**src/hw/tcb_lite_params.svh**
```systemverilog
// bus widths, memory depth and response delay, included by the package and RTL modules
`ifndef TCB_LITE_PARAMS_SVH
`define TCB_LITE_PARAMS_SVH

// address width in bits
`define TCB_ADR 12
// data width in bits
`define TCB_DAT 32
// bytes per data word
`define TCB_BYT 4
// logarithmic size field width
`define TCB_SIZ 2

// memory depth in words, 1 KiB total
`define TCB_MEM_WORDS 256

// response delay in cycles after the handshake, 1 to 4
`define TCB_DLY 1

`endif

```
**src/hw/tcb_lite_pkg.sv**
```systemverilog
// TCB-Lite vector types and the shared byte ordering function, imported by the RTL modules
`include "tcb_lite_params.svh"

package tcb_lite_pkg;

    // byte address
    typedef logic [`TCB_ADR-1:0]                 adr_t;
    // data word
    typedef logic [`TCB_DAT-1:0]                 dat_t;
    // byte enables
    typedef logic [`TCB_BYT-1:0]                 byt_t;
    // log2 of access size in bytes, 3 is illegal
    typedef logic [`TCB_SIZ-1:0]                 siz_t;
    // memory word index
    typedef logic [$clog2(`TCB_MEM_WORDS)-1:0]   idx_t;
    // byte offset inside a word
    typedef logic [$clog2(`TCB_BYT)-1:0]         off_t;

    // item in lane 0 upward, reversed for big endian, bytes above size cleared
    function automatic dat_t item_order(dat_t dat, siz_t siz, logic ndn);
        int unsigned len;
        dat_t        res;
        len = 1 << siz;
        // size 3 only with err set, clamp to a full word
        if (len > `TCB_BYT) len = `TCB_BYT;
        res = '0;
        for (int unsigned i = 0; i < `TCB_BYT; i++) begin
            if (i < len) begin
                res[8*i+:8] = ndn ? dat[8*(len-1-i)+:8] : dat[8*i+:8];
            end
        end
        return res;
    endfunction

endpackage

```
**src/hw/tcb_lite_decode.sv**
```systemverilog
// request decode stage, turns a bus request into byte enables, lane data, word index and err
`timescale 1ns/1ps
`include "tcb_lite_params.svh"

module tcb_lite_decode import tcb_lite_pkg::*; (
    // request from the manager
    input  logic vld,
    input  logic rdy,
    input  logic wen,
    input  logic ndn,
    input  adr_t adr,
    input  siz_t siz,
    input  dat_t wdt,
    // decoded request towards execute
    output logic trn,
    output logic wr,
    output idx_t idx,
    output off_t off,
    output byt_t byt,
    output dat_t wdat,
    output logic err
);

    // byte address bits covered by the memory
    localparam int unsigned MEM_ADR = $clog2(`TCB_MEM_WORDS * `TCB_BYT);
    // byte offset bits
    localparam int unsigned OFF_W = $clog2(`TCB_BYT);

    logic siz_err;
    logic aln_err;
    logic rng_err;
    // write item reordered into lane 0 upward
    dat_t wdt_ord;

////////////////////////////////////////////////////////////
// handshake and address split
////////////////////////////////////////////////////////////

    // transfer when both sides agree
    assign trn = vld & rdy;

    assign off = adr[OFF_W-1:0];
    assign idx = adr[MEM_ADR-1:OFF_W];

////////////////////////////////////////////////////////////
// error checks
////////////////////////////////////////////////////////////

    // 64-bit access not supported
    assign siz_err = (siz > siz_t'(OFF_W));

    // offset bits below the size must be zero
    assign aln_err = |(off & off_t'((4'd1 << siz) - 4'd1));

    // anything above 1 KiB is out of range
    assign rng_err = |adr[`TCB_ADR-1:MEM_ADR];

    assign err = siz_err | aln_err | rng_err;

    // only clean writes touch the memory
    assign wr = trn & wen & ~err;

////////////////////////////////////////////////////////////
// byte enables and write lanes
////////////////////////////////////////////////////////////

    always_comb begin
        // contiguous mask of 2**siz bytes, moved up to the offset
        byt = byt_t'(((32'd1 << (32'd1 << siz)) - 32'd1) << off);
        if (err) begin
            byt = '0;
        end
    end

    // big endian swap inside the item, then move to the lane
    assign wdt_ord = item_order(wdt, siz, ndn);
    assign wdat    = dat_t'(wdt_ord << {off, 3'b000});

endmodule

```
**config.mk**
```make
export PLATFORM = sky130hd
export DESIGN_NAME = tcb_lite_decode
export DESIGN_NICKNAME = d
export VERILOG_FILES = /design/src/hw/tcb_lite_pkg.sv /design/src/hw/tcb_lite_decode.sv
export VERILOG_INCLUDE_DIRS = /design/src /design/src/hw
export SDC_FILE = /design/constraint.sdc
export NUM_CORES = 1
export LEC_CHECK = 0
export ABC_AREA = 1
export ABC_CLOCK_PERIOD_IN_PS = 9800
export BUFFER_PORTS_ARGS = -buffer_cell sky130_fd_sc_hd__buf_2
export CORE_ASPECT_RATIO = 1.4
export CORE_UTILIZATION = 53
export DETAILED_ROUTE_END_ITERATION = 8
export PLACE_DENSITY = 0.88
export SLEW_MARGIN = 15
export SYNTH_ARGS = -nofsm -noshare
export SYNTH_HDL_FRONTEND = slang
export SYNTH_SLANG_ARGS = --single-unit
```
**constraint.sdc**
```tcl
create_clock -name vclk -period 9.8
set_clock_uncertainty 0.2 [all_clocks]
set_input_delay 1.96 -clock vclk [all_inputs]
set_output_delay 1.96 -clock vclk [all_outputs]
set_load 0.005 [all_outputs]
```
==> results.cfg <==
[worst_setup_path]
critPathMaxFanout = 22
path_cells = buf_2 > inv_4 > nand2_4 > ha_1 > inv_1 > ha_1 > nor2_1 > nand3_1 > nand3b_1 > nand2_1 > nand2_1 > nand2_1 > nand2_1 > inv_1 > buf_2
path_common_cell = nand2_1
required_ns = 7.64
slowest_stage = inv_1
critPathArrivalTime_ns = 5.18
critPathLaunchType = input port
critPathCaptureType = output pin
max_stage_delay_ns = 0.55
crit_type = input port to output pin

[global_route]
antenna_found_initial = 0
grt_max_degree = 45
first_global_vias = 2606
grt_usage_pct = 31.9
grt_pass1_wl_mm = 10.1
globalRouteOverflowTotal = 0

[final_layout]
n_antenna_cell = 0
fillers = 344
syn2layout_area_growth_pct = 12.7
final_nets = 526
multi_input_area_sq_um = 1630
drive_above_1_share_pct = 20.3
regArea_sq_um = 0
seq_cells = 0
nClkBuffers = 0

[detailed_routing]
drc = 0
drt-initial-drc-count = 168
avgRoutedWirePerCell_um = 12.5
firstDrtPassIters = 5
antenna_left = 0
vias_per_cell = 5.94
routed_wl_mm = 6.36
num_vias = 3024

[floorplan]
die_area_sq_um = 3980
die_w_um = 53.6
coreArea_sq_um = 3470
die_h_um = 74.3
ios = 99
row_count = 25
initial_core_util_pct = 56.9

[logic_synthesis]
synth-xor-area-share_pct = 0.443
synth_top_family_by_area = simple AND/OR/NAND/NOR gates
syn_area_per_cell_sq_um = 4.68
synthSimpleGateAreaFrac_pct = 62.0
synth_compound_area_share_pct = 16.4
ys.warnings.count = 0
synth_fa_ha_area_share_pct = 3.16
ys_seq_area_share_pct = 0
syn-cell-area_sq_um = 1980
syn_inst = 422
muxShareOfSynthArea_pct = 0
synth.distinct_cells = 26

[power_and_ir_drop]
cellLeakagePower_nw = 1.36
peakVddDrop_v = 0.0000336
switchingPower_mw = 0.0769
power_frac_seq_pct = 0
intPower_mw = 0.0438
combPwrFrac_pct = 100.0
clkPwrFrac_pct = 0
p_total_mw = 0.121
powerDensity_nw_per_um2 = 54.2
switching_share_pct = 63.7

[status]
status = complete, no violations

[cts]
post_cts_resized = 0
post_cts.repair.setup_buffers = 0
cts_hold_buffers = 0

[timing]
rsz0062_at_grt = no
finalHoldViolCount = 0
maxSlewViolCount = 0
tightest_slew_ns = 0.902
period_share_pct = 74.9
setup_viol = 0
timing.fmax_mhz = 136
fin_crit_ns = 7.34
tns_ns = 0
slew_headroom_pct = 39.8

[place]
portBuffers = 83
dp_hpwl_mm = 4.53
place_congestion = 0.893

[run]
cap_violations = 0

[worst_hold_path]
hp-start = adr[6]
hold_depth = 0
whs_endpoint = idx[4]
min-delay-path-class = input port to output pin
[cells in the final DEF, fill, tap and decap left out, drive strengths merged]
cell	instances
xor2	1
a21oi	43
o21ai	17
clkinv	1
conb	2
nand2	150
nand3b	1
inv	34
o211ai	2
nor2	31
nand3	95
o2111ai	1
nor3	2
ha	5
buf	83
and3b	1
[worst max-delay path, delay by kind of cell]
family | cells | cell delay, ns
buffers and inverters | 5 | 1.11
and+or+nand+nor | 8 | 1.27
adders and majority gates | 2 | 0.82
[metrics by stage]
step	setup slack (ns)	util (%)	hold WS, ns	instance area [sq um]	instances
floorplan	3.49	-	3.80	1980	423
global placement	2.68	64.2	3.72	2230	509
detailed placement	2.54	64.2	3.72	2230	509
CTS	2.54	64.2	3.72	2230	509
global route	2.14	64.2	3.72	2230	509
finish	2.46	64.2	3.72	2230	509
[logic make-up after synthesis]
| kind of cell | after synthesis |
|---|---|
| AO/OA/AOI/OAI | 63 |
| XOR/XNOR | 1 |
| adder cells (fa/ha/maj) | 5 |
| buffers and inverters | 72 |
| other | 1 |
| AND/OR/NAND/NOR | 280 |
[how the worst max path moves through the flow]
stage | from | endpoint | slack (ns) | cells past startpoint
detailed placement | siz[1] | wdat[24] | 2.54 | 15
global route | siz[1] | wdat[24] | 2.14 | 15
finish | siz[1] | wdat[24] | 2.46 | 15
CTS | siz[1] | wdat[24] | 2.54 | 15
global placement | siz[1] | wdat[24] | 2.68 | 15
floorplan | siz[1] | wdat[16] | 3.49 | 14
[power groups by stage]
stage               sequential [mW]  clock, mW  combinational [mW]
finish                            0          0               0.121
global route                      0          0               0.136
CTS                               0          0               0.119
detailed placement                0          0               0.118
global placement                  0          0               0.116
floorplan                         0          0              0.0872
[cell type report]
| cell class | count | area share [%] |
|---|---|---|
| well taps | 40 | 2.25 |
| repair buffers | 83 | 18.6 |
| inverters | 35 | 6.01 |
| multi-input cells | 351 | 73.1 |
[cell usage after synthesis (all sizes together)]
cell type  instances  share of area (%)
nand2            150                 30
nand3             95                 24
a21oi             43                 11
inv               34                6.6
nor2              31                6.6
buf               24                8.5
o21ai             17                4.3
clkbuf            13                2.5
ha                 5                3.2
nor3               2               0.51
o211ai             2               0.76
and3b              1               0.44
clkinv             1               0.19
conb               1               0.19
nand3b             1               0.38
o2111ai            1               0.44
xor2               1               0.44
[per-layer routing]
metal	part of all wire [%]	global-route usage, %	vias up
li1	-	-	1462
met1	37	35.1	1316
met2	49	58.9	216
met3	11	3.07	30
met4	3.2	15.5	0
met5	0	0	-
Power figures use the tool's default switching activity.
