==> src/hw/tcb_lite_params.svh <==
// bus widths, memory depth and response delay, included by the package and RTL modules
`ifndef TCB_LITE_PARAMS_SVH
`define TCB_LITE_PARAMS_SVH

// address width in bits
`define TCB_ADR 12
// data width in bits
`define TCB_DAT 32
// bytes per data word
`define TCB_BYT 4
// logarithmic size field width
`define TCB_SIZ 2

// memory depth in words, 1 KiB total
`define TCB_MEM_WORDS 256

// response delay in cycles after the handshake, 1 to 4
`define TCB_DLY 1

`endif

==> src/hw/tcb_lite_pkg.sv <==
// TCB-Lite vector types and the shared byte ordering function, imported by the RTL modules
`include "tcb_lite_params.svh"

package tcb_lite_pkg;

    // byte address
    typedef logic [`TCB_ADR-1:0]                 adr_t;
    // data word
    typedef logic [`TCB_DAT-1:0]                 dat_t;
    // byte enables
    typedef logic [`TCB_BYT-1:0]                 byt_t;
    // log2 of access size in bytes, 3 is illegal
    typedef logic [`TCB_SIZ-1:0]                 siz_t;
    // memory word index
    typedef logic [$clog2(`TCB_MEM_WORDS)-1:0]   idx_t;
    // byte offset inside a word
    typedef logic [$clog2(`TCB_BYT)-1:0]         off_t;

    // item in lane 0 upward, reversed for big endian, bytes above size cleared
    function automatic dat_t item_order(dat_t dat, siz_t siz, logic ndn);
        int unsigned len;
        dat_t        res;
        len = 1 << siz;
        // size 3 only with err set, clamp to a full word
        if (len > `TCB_BYT) len = `TCB_BYT;
        res = '0;
        for (int unsigned i = 0; i < `TCB_BYT; i++) begin
            if (i < len) begin
                res[8*i+:8] = ndn ? dat[8*(len-1-i)+:8] : dat[8*i+:8];
            end
        end
        return res;
    endfunction

endpackage

==> src/hw/tcb_lite_result.sv <==
// response stage, delays the read word to the bus response edge and aligns it to lane 0
`timescale 1ns/1ps
`include "tcb_lite_params.svh"

module tcb_lite_result import tcb_lite_pkg::*; (
    input  logic tcb,
    input  logic rst,
    // response from execute, one cycle after the transfer
    input  logic q_vld,
    input  dat_t q_dat,
    input  logic q_err,
    input  off_t q_off,
    input  siz_t q_siz,
    input  logic q_ndn,
    // bus response
    output dat_t rdt,
    output logic err
);

    // last stage of the delay line
    logic s_vld;
    dat_t s_dat;
    logic s_err;
    off_t s_off;
    siz_t s_siz;
    logic s_ndn;

////////////////////////////////////////////////////////////
// delay line
////////////////////////////////////////////////////////////

    if (`TCB_DLY == 1) begin : g_nodly
        // execute register already lands on the response edge
        assign s_vld = q_vld;
        assign s_dat = q_dat;
        assign s_err = q_err;
        assign s_off = q_off;
        assign s_siz = q_siz;
        assign s_ndn = q_ndn;
    end else begin : g_dly
        logic vld_p [1:`TCB_DLY-1];
        dat_t dat_p [1:`TCB_DLY-1];
        logic err_p [1:`TCB_DLY-1];
        off_t off_p [1:`TCB_DLY-1];
        siz_t siz_p [1:`TCB_DLY-1];
        logic ndn_p [1:`TCB_DLY-1];

        // valid bits, several responses may be in flight
        always_ff @(posedge tcb) begin
            if (rst) begin
                for (int k = 1; k < `TCB_DLY; k++) begin
                    vld_p[k] <= 1'b0;
                end
            end else begin
                vld_p[1] <= q_vld;
                for (int k = 2; k < `TCB_DLY; k++) begin
                    vld_p[k] <= vld_p[k-1];
                end
            end
        end

        // payload shift, free running
        always_ff @(posedge tcb) begin
            dat_p[1] <= q_dat;
            err_p[1] <= q_err;
            off_p[1] <= q_off;
            siz_p[1] <= q_siz;
            ndn_p[1] <= q_ndn;
            for (int k = 2; k < `TCB_DLY; k++) begin
                dat_p[k] <= dat_p[k-1];
                err_p[k] <= err_p[k-1];
                off_p[k] <= off_p[k-1];
                siz_p[k] <= siz_p[k-1];
                ndn_p[k] <= ndn_p[k-1];
            end
        end

        assign s_vld = vld_p[`TCB_DLY-1];
        assign s_dat = dat_p[`TCB_DLY-1];
        assign s_err = err_p[`TCB_DLY-1];
        assign s_off = off_p[`TCB_DLY-1];
        assign s_siz = siz_p[`TCB_DLY-1];
        assign s_ndn = ndn_p[`TCB_DLY-1];
    end

////////////////////////////////////////////////////////////
// output alignment
////////////////////////////////////////////////////////////

    // down to lane 0, endian swap and size mask in one step
    // zero data when nothing is due or the request failed
    assign rdt = (s_vld & ~s_err) ? item_order(s_dat >> {s_off, 3'b000}, s_siz, s_ndn) : '0;
    assign err = s_vld & s_err;

endmodule

==> config.mk <==
export PLATFORM = sky130hd
export DESIGN_NAME = tcb_lite_result
export DESIGN_NICKNAME = d
export VERILOG_FILES = /design/src/hw/tcb_lite_pkg.sv /design/src/hw/tcb_lite_result.sv
export VERILOG_INCLUDE_DIRS = /design/src /design/src/hw
export SDC_FILE = /design/constraint.sdc
export NUM_CORES = 1
export LEC_CHECK = 0
export BUFFER_PORTS_ARGS = -buffer_cell sky130_fd_sc_hd__buf_2
export CAP_MARGIN = 20
export CORE_MARGIN = 2
export CORE_UTILIZATION = 35
export DETAILED_ROUTE_END_ITERATION = 7
export PLACE_DENSITY = 0.63
export SYNTH_ARGS = -nofsm -noshare
export SYNTH_HDL_FRONTEND = slang
export SYNTH_SLANG_ARGS = --single-unit
==> constraint.sdc <==
create_clock -name vclk -period 5.7
set_clock_uncertainty 0.05 [all_clocks]
set_input_delay 0.855 -clock vclk [all_inputs]
set_output_delay 0.855 -clock vclk [all_outputs]
set_load 0.1 [all_outputs]
==> run_results.csv, run 1 <==
group,metric,value,unit
global_route,groute.usage.overall,21.9,%
placed_design,portBuffers,72,
worst_setup_path,worst_path_largest_cell_delay,590,ps
sta,rsz0062_at_grt,"no",
yosys,synth_area_leaders,"mux2i_1 20%, o21ai_0 12%, o211ai_1 7.6%",
drt,route.detailed.drc,0,
layout,fillers,596,
sta,relSlewSlack,43.9,%
yosys,ys_seq_area_share,0,%
global_route,antenna_found_initial,0,
power,ir_drop,0.0474,mV
cts,ctsHoldBuffers,0,
floorplanning,dieArea,5980,um2
floorplanning,start_util,36.6,%
worst_setup_path,cp_max_fo,17,
global_route,gr-total-overflow,0,
layout,final.clkbuf_count,0,
floorplanning,fp-row-count,26,
layout,design.seq.count,0,
sta,hold_viol_final,0,
layout,layout_commonest_cell,"buf_2",
drt,drt-initial-drc-count,123,
drt,routed_wl,6830,um
drt,avgRoutedWirePerCell,17.8,um
floorplanning,die_w,77.3,um
sta,tns,0,ps
cts,post-cts-setup-buffer-count,0,
worst_setup_path,setup.worst_path.class,"input pin to output port",
flow_run,maxCapViolCount,0,
power,p_per_area,107,nW/um2
worst_setup_path,endpoint_kind,"output port",
drt,vias,2361,
sta,worst_pin_slew,842,ps
drt,ant_nets,0,
yosys,syn_area,1880,um2
outcome,status,"finished clean",
yosys,syn-num-nets,310,
layout,final_cell_mix,"72 x buf_2, 46 x o21ai_0, 38 x mux2i_1",
yosys,synth_area_leader_cell,"mux2i_1",
layout,area_growth,16.2,%
power,power.leakage,0.954,nW
floorplanning,core_area,5140,um2
layout,finalNetCount,361,
yosys,avgSynthCellArea,7.10,um2
layout,drive_gt1_share,31.8,%
worst_setup_path,cp_slowest_cell,"nor3b_2",
global_route,grt_max_degree,52,
floorplanning,die_y,77.3,um
placed_design,dp_cells,384,
worst_setup_path,startpoint_type,"input pin",
drt,via_per_inst,6.15,
global_route,grt_pass1_vias,2232,
layout,multiInputGateArea,1680,um2
floorplanning,io_pins,74,
worst_setup_path,critical_path.cell_chain,"buf_2 > inv_1 > nand2_1 > clkinv_1 > ha_1 > ha_1 > nor3b_2 > o211ai_1 > a31oi_1 > buf_2",
worst_setup_path,cp_data_arrival_time,4070,ps
worst_setup_path,crit_start,"q_siz[1]",
sta,min_period_over_period,87.3,%
layout,final_cells,384,
hold_path,min-delay-path-class,"input pin to output port",
yosys,synthCells,265,
hold_path,hp-start,"q_vld",
yosys,synth_cell_types,42,
sta,period_needed,4980,ps
sta,drv_slew,0,
sta,max_freq,0.201,GHz
layout,final_util,42.5,%
yosys,synth_top_area_share,20.2,%
layout,diodes,0,
global_route,grt_first_pass_wirelength,10900,um
sta,setup-violations-final,0,
yosys,ys_warn_count,0,
cts,ctsResizeCount,0,
layout,seq_area,0,um2
placed_design,hpwlAfterDp,4600,um
worst_setup_path,cp_data_required_time,4800,ps
drt,drt_first_pass_iters,4,
placed_design,globalplace.congestion,0.858,
power by group:
part	internal, mW	switching (mW)
Combinational	0.0658	0.169
Clock	0	0
Sequential	0	0
Total	0.0658	0.169
critical path: cells and delay by family:
family / cells / cell delay (ps)
AND/OR/NAND/NOR: 2 / 720
AO/OA/AOI/OAI: 2 / 460
adder cells (fa/ha/maj): 2 / 780
buffers and inverters: 4 / 1240
worst paths after layout:
kind,end,slack [ps],cells after the start
setup / recovery,rdt[21],720,10
hold / removal,err,2170,3
synth_stat cells, types with 7 or more instances:
cell / count
o21ai_0: 46
mux2i_1: 38
nor2_1: 19
o211ai_1: 19
a31oi_1: 16
a21oi_1: 10
inv_1: 10
nand2_1: 9
a22oi_1: 8
clkbuf_1: 7
nor4b_1: 7
o221ai_2: 7
o2bb2ai_1: 7
per-stage QoR:
stage	cell area (um2)	hold WS, ps	power [mW]	setup WS [ps]
2_1_floorplan	1880	2110	0.182	632
3_3_place_gp	2190	2160	0.230	809
3_5_place_dp	2190	2170	0.232	733
4_1_cts	2190	2170	0.233	732
5_1_grt	2190	2200	0.252	453
6_report	2190	2170	0.234	724
layout make-up:
cell class / instances / share of cell area, %
inverters: 13 / 2.35
multi-input cells: 228 / 76.8
well taps: 70 / 4.01
repair buffers: 73 / 16.8
layer usage:
layer	share of wire [%]	wire (um)	global-route usage (%)	up-vias
met3	5.5	377	0.471	6
met5	0	0	0	-
met1	44	3010	29.7	1122
met4	0.83	57	4.64	0
li1	-	-	-	1142
met2	50	3390	38.5	91
cells by family (layout without fill, tap and decap cells):
family                   Yosys count  after routing  synth area share (%)
adder cells (fa/ha/maj)            4              4                  2.66
multiplexers                      39             39                  21.0
buffers and inverters             37             86                  10.7
AND/OR/NAND/NOR                   55             55                  17.8
XOR/XNOR                           1              1                 0.865
AO/OA/AOI/OAI                    129            129                  47.0
No activity file was read; power rests on OpenSTA's default activity.
==> inputs of run 2 (changes only) <==
ABC_AREA = 1   (was not set)
==> run 2 against run 1 <==
Effect of this change: non-clock buffer count rose by 1; flip-flop and latch count unchanged; first-iteration DRC count is 50% higher; final cell count up 26%; routed wire length increased by 2.6%; power increased by 7.6%; critical path type unchanged.
==> run_results.csv, run 2 <==
group,metric,value,unit
drt,vias,2690,
layout,area_growth,16.5,%
placed_design,portBuffers,72,
drt,routed_wl,7010,um
sta,relSlewSlack,52.9,%
sta,min_period_over_period,80.9,%
cts,ctsResizeCount,0,
floorplanning,fp-row-count,26,
global_route,gr-total-overflow,0,
layout,final_cells,485,
yosys,syn_area,1820,um2
sta,hold_viol_final,0,
drt,route.detailed.drc,0,
layout,design.seq.count,0,
placed_design,dp_cells,485,
power,ir_drop,0.0484,mV
layout,fin_area,2120,um2
layout,seq_area,0,um2
drt,ant_nets,0,
sta,rsz0062_at_grt,"no",
sta,worst_pin_slew,706,ps
layout,final.clkbuf_count,0,
sta,tns,0,ps
global_route,groute.usage.overall,23.2,%
drt,drt-initial-drc-count,184,
sta,max_freq,0.217,GHz
layout,diodes,0,
hold_path,holdPathStages,4,
worst_setup_path,endpoint_kind,"output port",
floorplanning,dieArea,5780,um2
global_route,grt_max_degree,43,
worst_setup_path,cp_data_required_time,4800,ps
yosys,ys_top_cells_by_count,"128 x nand2_1, 90 x nand3_1, 30 x a21oi_1",
hold_path,holdPathEnd,"err",
layout,drive_gt1_share,23.6,%
flow_run,maxCapViolCount,0,
floorplanning,core_area,5040,um2
yosys,post-synth-top-count-cell,"nand2_1",
hold_path,min-delay-path-class,"input pin to output port",
floorplanning,die_y,76.0,um
drt,drt_first_pass_iters,5,
placed_design,hpwlAfterDp,5070,um
drt,via_per_inst,5.55,
hold_path,hp-start,"q_vld",
global_route,antenna_found_initial,0,
sta,period_needed,4610,ps
power,power.leakage,1.15,nW
sta,hold_slack,2120,ps
yosys,synth_top_area_share,26.5,%
floorplanning,io_pins,74,
sta,drv_slew,0,
sta,setup-violations-final,0,
worst_setup_path,startpoint_type,"input pin",
floorplanning,die_w,76.0,um
placed_design,globalplace.congestion,0.920,
global_route,grt_pass1_vias,2448,
layout,final_cell_mix,"128 x nand2_1, 90 x nand3_1, 72 x buf_2",
power,p_per_area,119,nW/um2
worst_setup_path,cp_data_arrival_time,3710,ps
floorplanning,start_util,36.0,%
layout,layout_commonest_cell,"nand2_1",
yosys,synth_cell_types,29,
cts,ctsHoldBuffers,0,
worst_setup_path,critical_path.cell_chain,"buf_2 > nor2_2 > inv_2 > ha_1 > xnor2_2 > buf_4 > ha_1 > inv_1 > nor2_1 > nand3_1 > a21oi_1 > buf_2",
cts,post-cts-setup-buffer-count,0,
worst_setup_path,setup.worst_path.class,"input pin to output port",
worst_setup_path,cp_slowest_cell,"nor2_1",
yosys,synth_area_leader_cell,"nand2_1",
yosys,ys_warn_count,0,
yosys,syn-num-nets,411,
placed_design,dpl-instance-area,2120,um2
yosys,avgSynthCellArea,4.96,um2
layout,fillers,598,
worst_setup_path,cp_max_fo,10,
layout,finalNetCount,462,
global_route,grt_first_pass_wirelength,11400,um
yosys,ys_seq_area_share,0,%
drt,avgRoutedWirePerCell,14.5,um
worst_setup_path,worst_path_largest_cell_delay,510,ps
yosys,synth_area_leaders,"nand2_1 26%, nand3_1 25%, a21oi_1 8.3%",
outcome,status,"finished clean",
yosys,synthCells,366,
power,totalPowerFinal,0.252,mW
-- run 2: changes by cell type in the layout (fill, tap and decap cells not counted), moves of 8 or more --
cell / previous run / this run
a22oi_1: 8 / 0
o211ai_1: 19 / 0
o21ai_0: 46 / 15
a31oi_1: 16 / 0
a21oi_1: 10 / 30
mux2i_1: 38 / 0
nand2_1: 9 / 128
nand3_1: 0 / 90
-- run 2: how the worst max path moves through the flow --
stage | start | end | slack [ps] | cells past startpoint
3_3_place_gp | q_siz[1] | rdt[18] | 1130 | 12
6_report | q_siz[1] | rdt[18] | 1090 | 12
5_1_grt | q_siz[1] | rdt[16] | 910 | 12
4_1_cts | q_siz[1] | rdt[18] | 1120 | 12
2_1_floorplan | q_siz[1] | rdt[17] | 850 | 13
3_5_place_dp | q_siz[1] | rdt[18] | 1130 | 12
-- run 2: area by class of cell --
type / instances / area [um2] / area share, %
repair buffers: 74 / 375 / 17.7
multi-input cells: 321 / 1570 / 74.1
well taps: 70 / 87.6 / 4.14
inverters: 20 / 85.1 / 4.02
-- run 2: power breakdown --
part           total (mW)  switching (mW)  internal (mW)
Sequential              0               0              0
Combinational       0.252           0.189         0.0637
Clock                   0               0              0
-- run 2: through the flow --
step / utilization [%] / setup slack, ps
final: 42.0 / 1090
after floorplan: - / 852
after global placement: 42.0 / 1130
after CTS: 42.0 / 1120
after global routing: 42.0 / 914
after detailed placement: 42.0 / 1130
-- run 2: worst max-delay path: cells and delay by family --
family / cells / cell delay (ps)
compound gates: 1 / 200
xor+xnor: 1 / 130
fa+ha+maj: 2 / 510
buf+inv: 5 / 1020
simple gates: 3 / 980
-- run 2: kinds of logic after synthesis --
kind of cell	Yosys count	share of synthesized area, %
simple gates	266	68.2
buf+inv	45	13.6
compound gates	50	14.5
fa+ha+maj	4	2.76
xor+xnor	1	0.896
-- run 2: routing by layer --
layer / track usage (%) / wire (um)
met1: 29.5 / 3070
met2: 41.4 / 3370
met3: 0.474 / 295
met4: 9.27 / 282
met5: 0 / 0
==> inputs of run 3 (changes only) <==
ABC_AREA = 0   (was 1)
clock period = 4.71 ns   (was 5.7 ns; I/O delays follow)
==> run 3 against run 2 <==
Effect of this change: count of clock-buffer cells in the layout unchanged; core utilization up 4.3 points; via count down 10%; routed wire length down 0.11%; critical endpoint is now rdt[17]; largest cell class unchanged.
==> run_results.csv, run 3 (synthesis results as in run 1) <==
group,metric,value,unit
drt,drt_first_pass_iters,5,
global_route,groute.usage.overall,22.5,%
global_route,gr-total-overflow,0,
power,totalPowerFinal,0.301,mW
sta,rsz0062_at_grt,"no",
sta,setup-violations-final,0,
layout,final_util,46.3,%
sta,relSlewSlack,41.7,%
drt,drt-initial-drc-count,218,
power,p_int,0.0904,mW
drt,ant_nets,0,
sta,hold_viol_final,0,
layout,final_cell_mix,"64 x buf_2, 46 x o21ai_0, 38 x mux2i_1",
worst_setup_path,endpoint_kind,"output port",
power,power.leakage,0.999,nW
sta,tns,0,ps
power,combPwrFrac,100.0,%
floorplanning,die_w,77.3,um
floorplanning,dieArea,5980,um2
sta,worst_pin_slew,874,ps
placed_design,dp_cells,388,
global_route,antenna_found_initial,0,
floorplanning,fp-row-count,26,
sta,max_freq,0.239,GHz
outcome,status,"finished clean",
worst_setup_path,startpoint_type,"input pin",
cts,ctsResizeCount,0,
drt,vias,2412,
layout,diodes,0,
cts,ctsHoldBuffers,0,
layout,fin_area,2380,um2
power,switchingPower,0.210,mW
placed_design,portBuffers,72,
worst_setup_path,cp_data_required_time,3950,ps
layout,layout_commonest_cell,"buf_2",
drt,avgRoutedWirePerCell,18.1,um
floorplanning,start_util,36.6,%
sta,period_needed,4180,ps
placed_design,pre_cts_ws,564,ps
placed_design,hpwlAfterDp,4790,um
power,ir_drop,0.0548,mV
power,p_per_area,126,nW/um2
drt,route.detailed.drc,0,
sta,fin_ws,527,ps
placed_design,dpl-instance-area,2380,um2
flow_run,maxCapViolCount,0,
worst_setup_path,cp_data_arrival_time,3430,ps
worst_setup_path,setup.worst_path.class,"input pin to output port",
power,p_sw_share,70.0,%
floorplanning,core_area,5140,um2
drt,via_per_inst,6.22,
floorplanning,io_pins,74,
layout,area_growth,26.5,%
drt,routed_wl,7000,um
sta,hold_slack,1870,ps
power,clockPowerShare,0,%
cts,post-cts-setup-buffer-count,0,
layout,design.seq.count,0,
layout,drive_gt1_share,34.9,%
layout,final_cells,388,
placed_design,globalplace.congestion,0.857,
global_route,grt_max_degree,52,
layout,finalNetCount,365,
global_route,grt_pass1_vias,2224,
layout,final.clkbuf_count,0,
global_route,grt_first_pass_wirelength,11200,um
sta,min_period_over_period,88.8,%
worst_setup_path,cp_max_fo,18,
floorplanning,die_y,77.3,um
power,seq_power_share,0,%
layout,seq_area,0,um2
sta,drv_slew,0,
hold_path,min-delay-path-class,"input pin to output port",
[run 3: final cells by class]
class	instances	area (um2)
inverter	13	51.3
tap	70	87.6
timing repair buffer	77	518
fill	566	2760
multi-input combinational	228	1720
[run 3: final timing paths]
check  cells after the start     start      end
max                       11  q_siz[1]  rdt[17]
min                        3     q_vld      err
[run 3: routing by layer]
layer | track usage, % | routed length, um | vias to the layer above
met5 | 0 | 0 | -
met4 | 5.00 | 92 | 0
met3 | 0.706 | 395 | 10
met2 | 37.2 | 3310 | 120
met1 | 32.2 | 3200 | 1133
li1 | - | - | 1149
[run 3: critical path: stages]
cell	delay [ps]
buf_2	250
nor2_8	390
inv_4	200
ha_1	280
xnor2_2	140
ha_1	300
nor3b_2	320
buf_4	230
o211ai_1	110
a31oi_2	260
buf_12	210
[run 3: power by group through the flow]
| stage | combinational, mW | sequential [mW] | clock [mW] |
|---|---|---|---|
| 2_1_floorplan | 0.223 | 0 | 0 |
| 3_3_place_gp | 0.293 | 0 | 0 |
| 3_5_place_dp | 0.297 | 0 | 0 |
| 4_1_cts | 0.297 | 0 | 0 |
| 5_1_grt | 0.321 | 0 | 0 |
| 6_report | 0.301 | 0 | 0 |
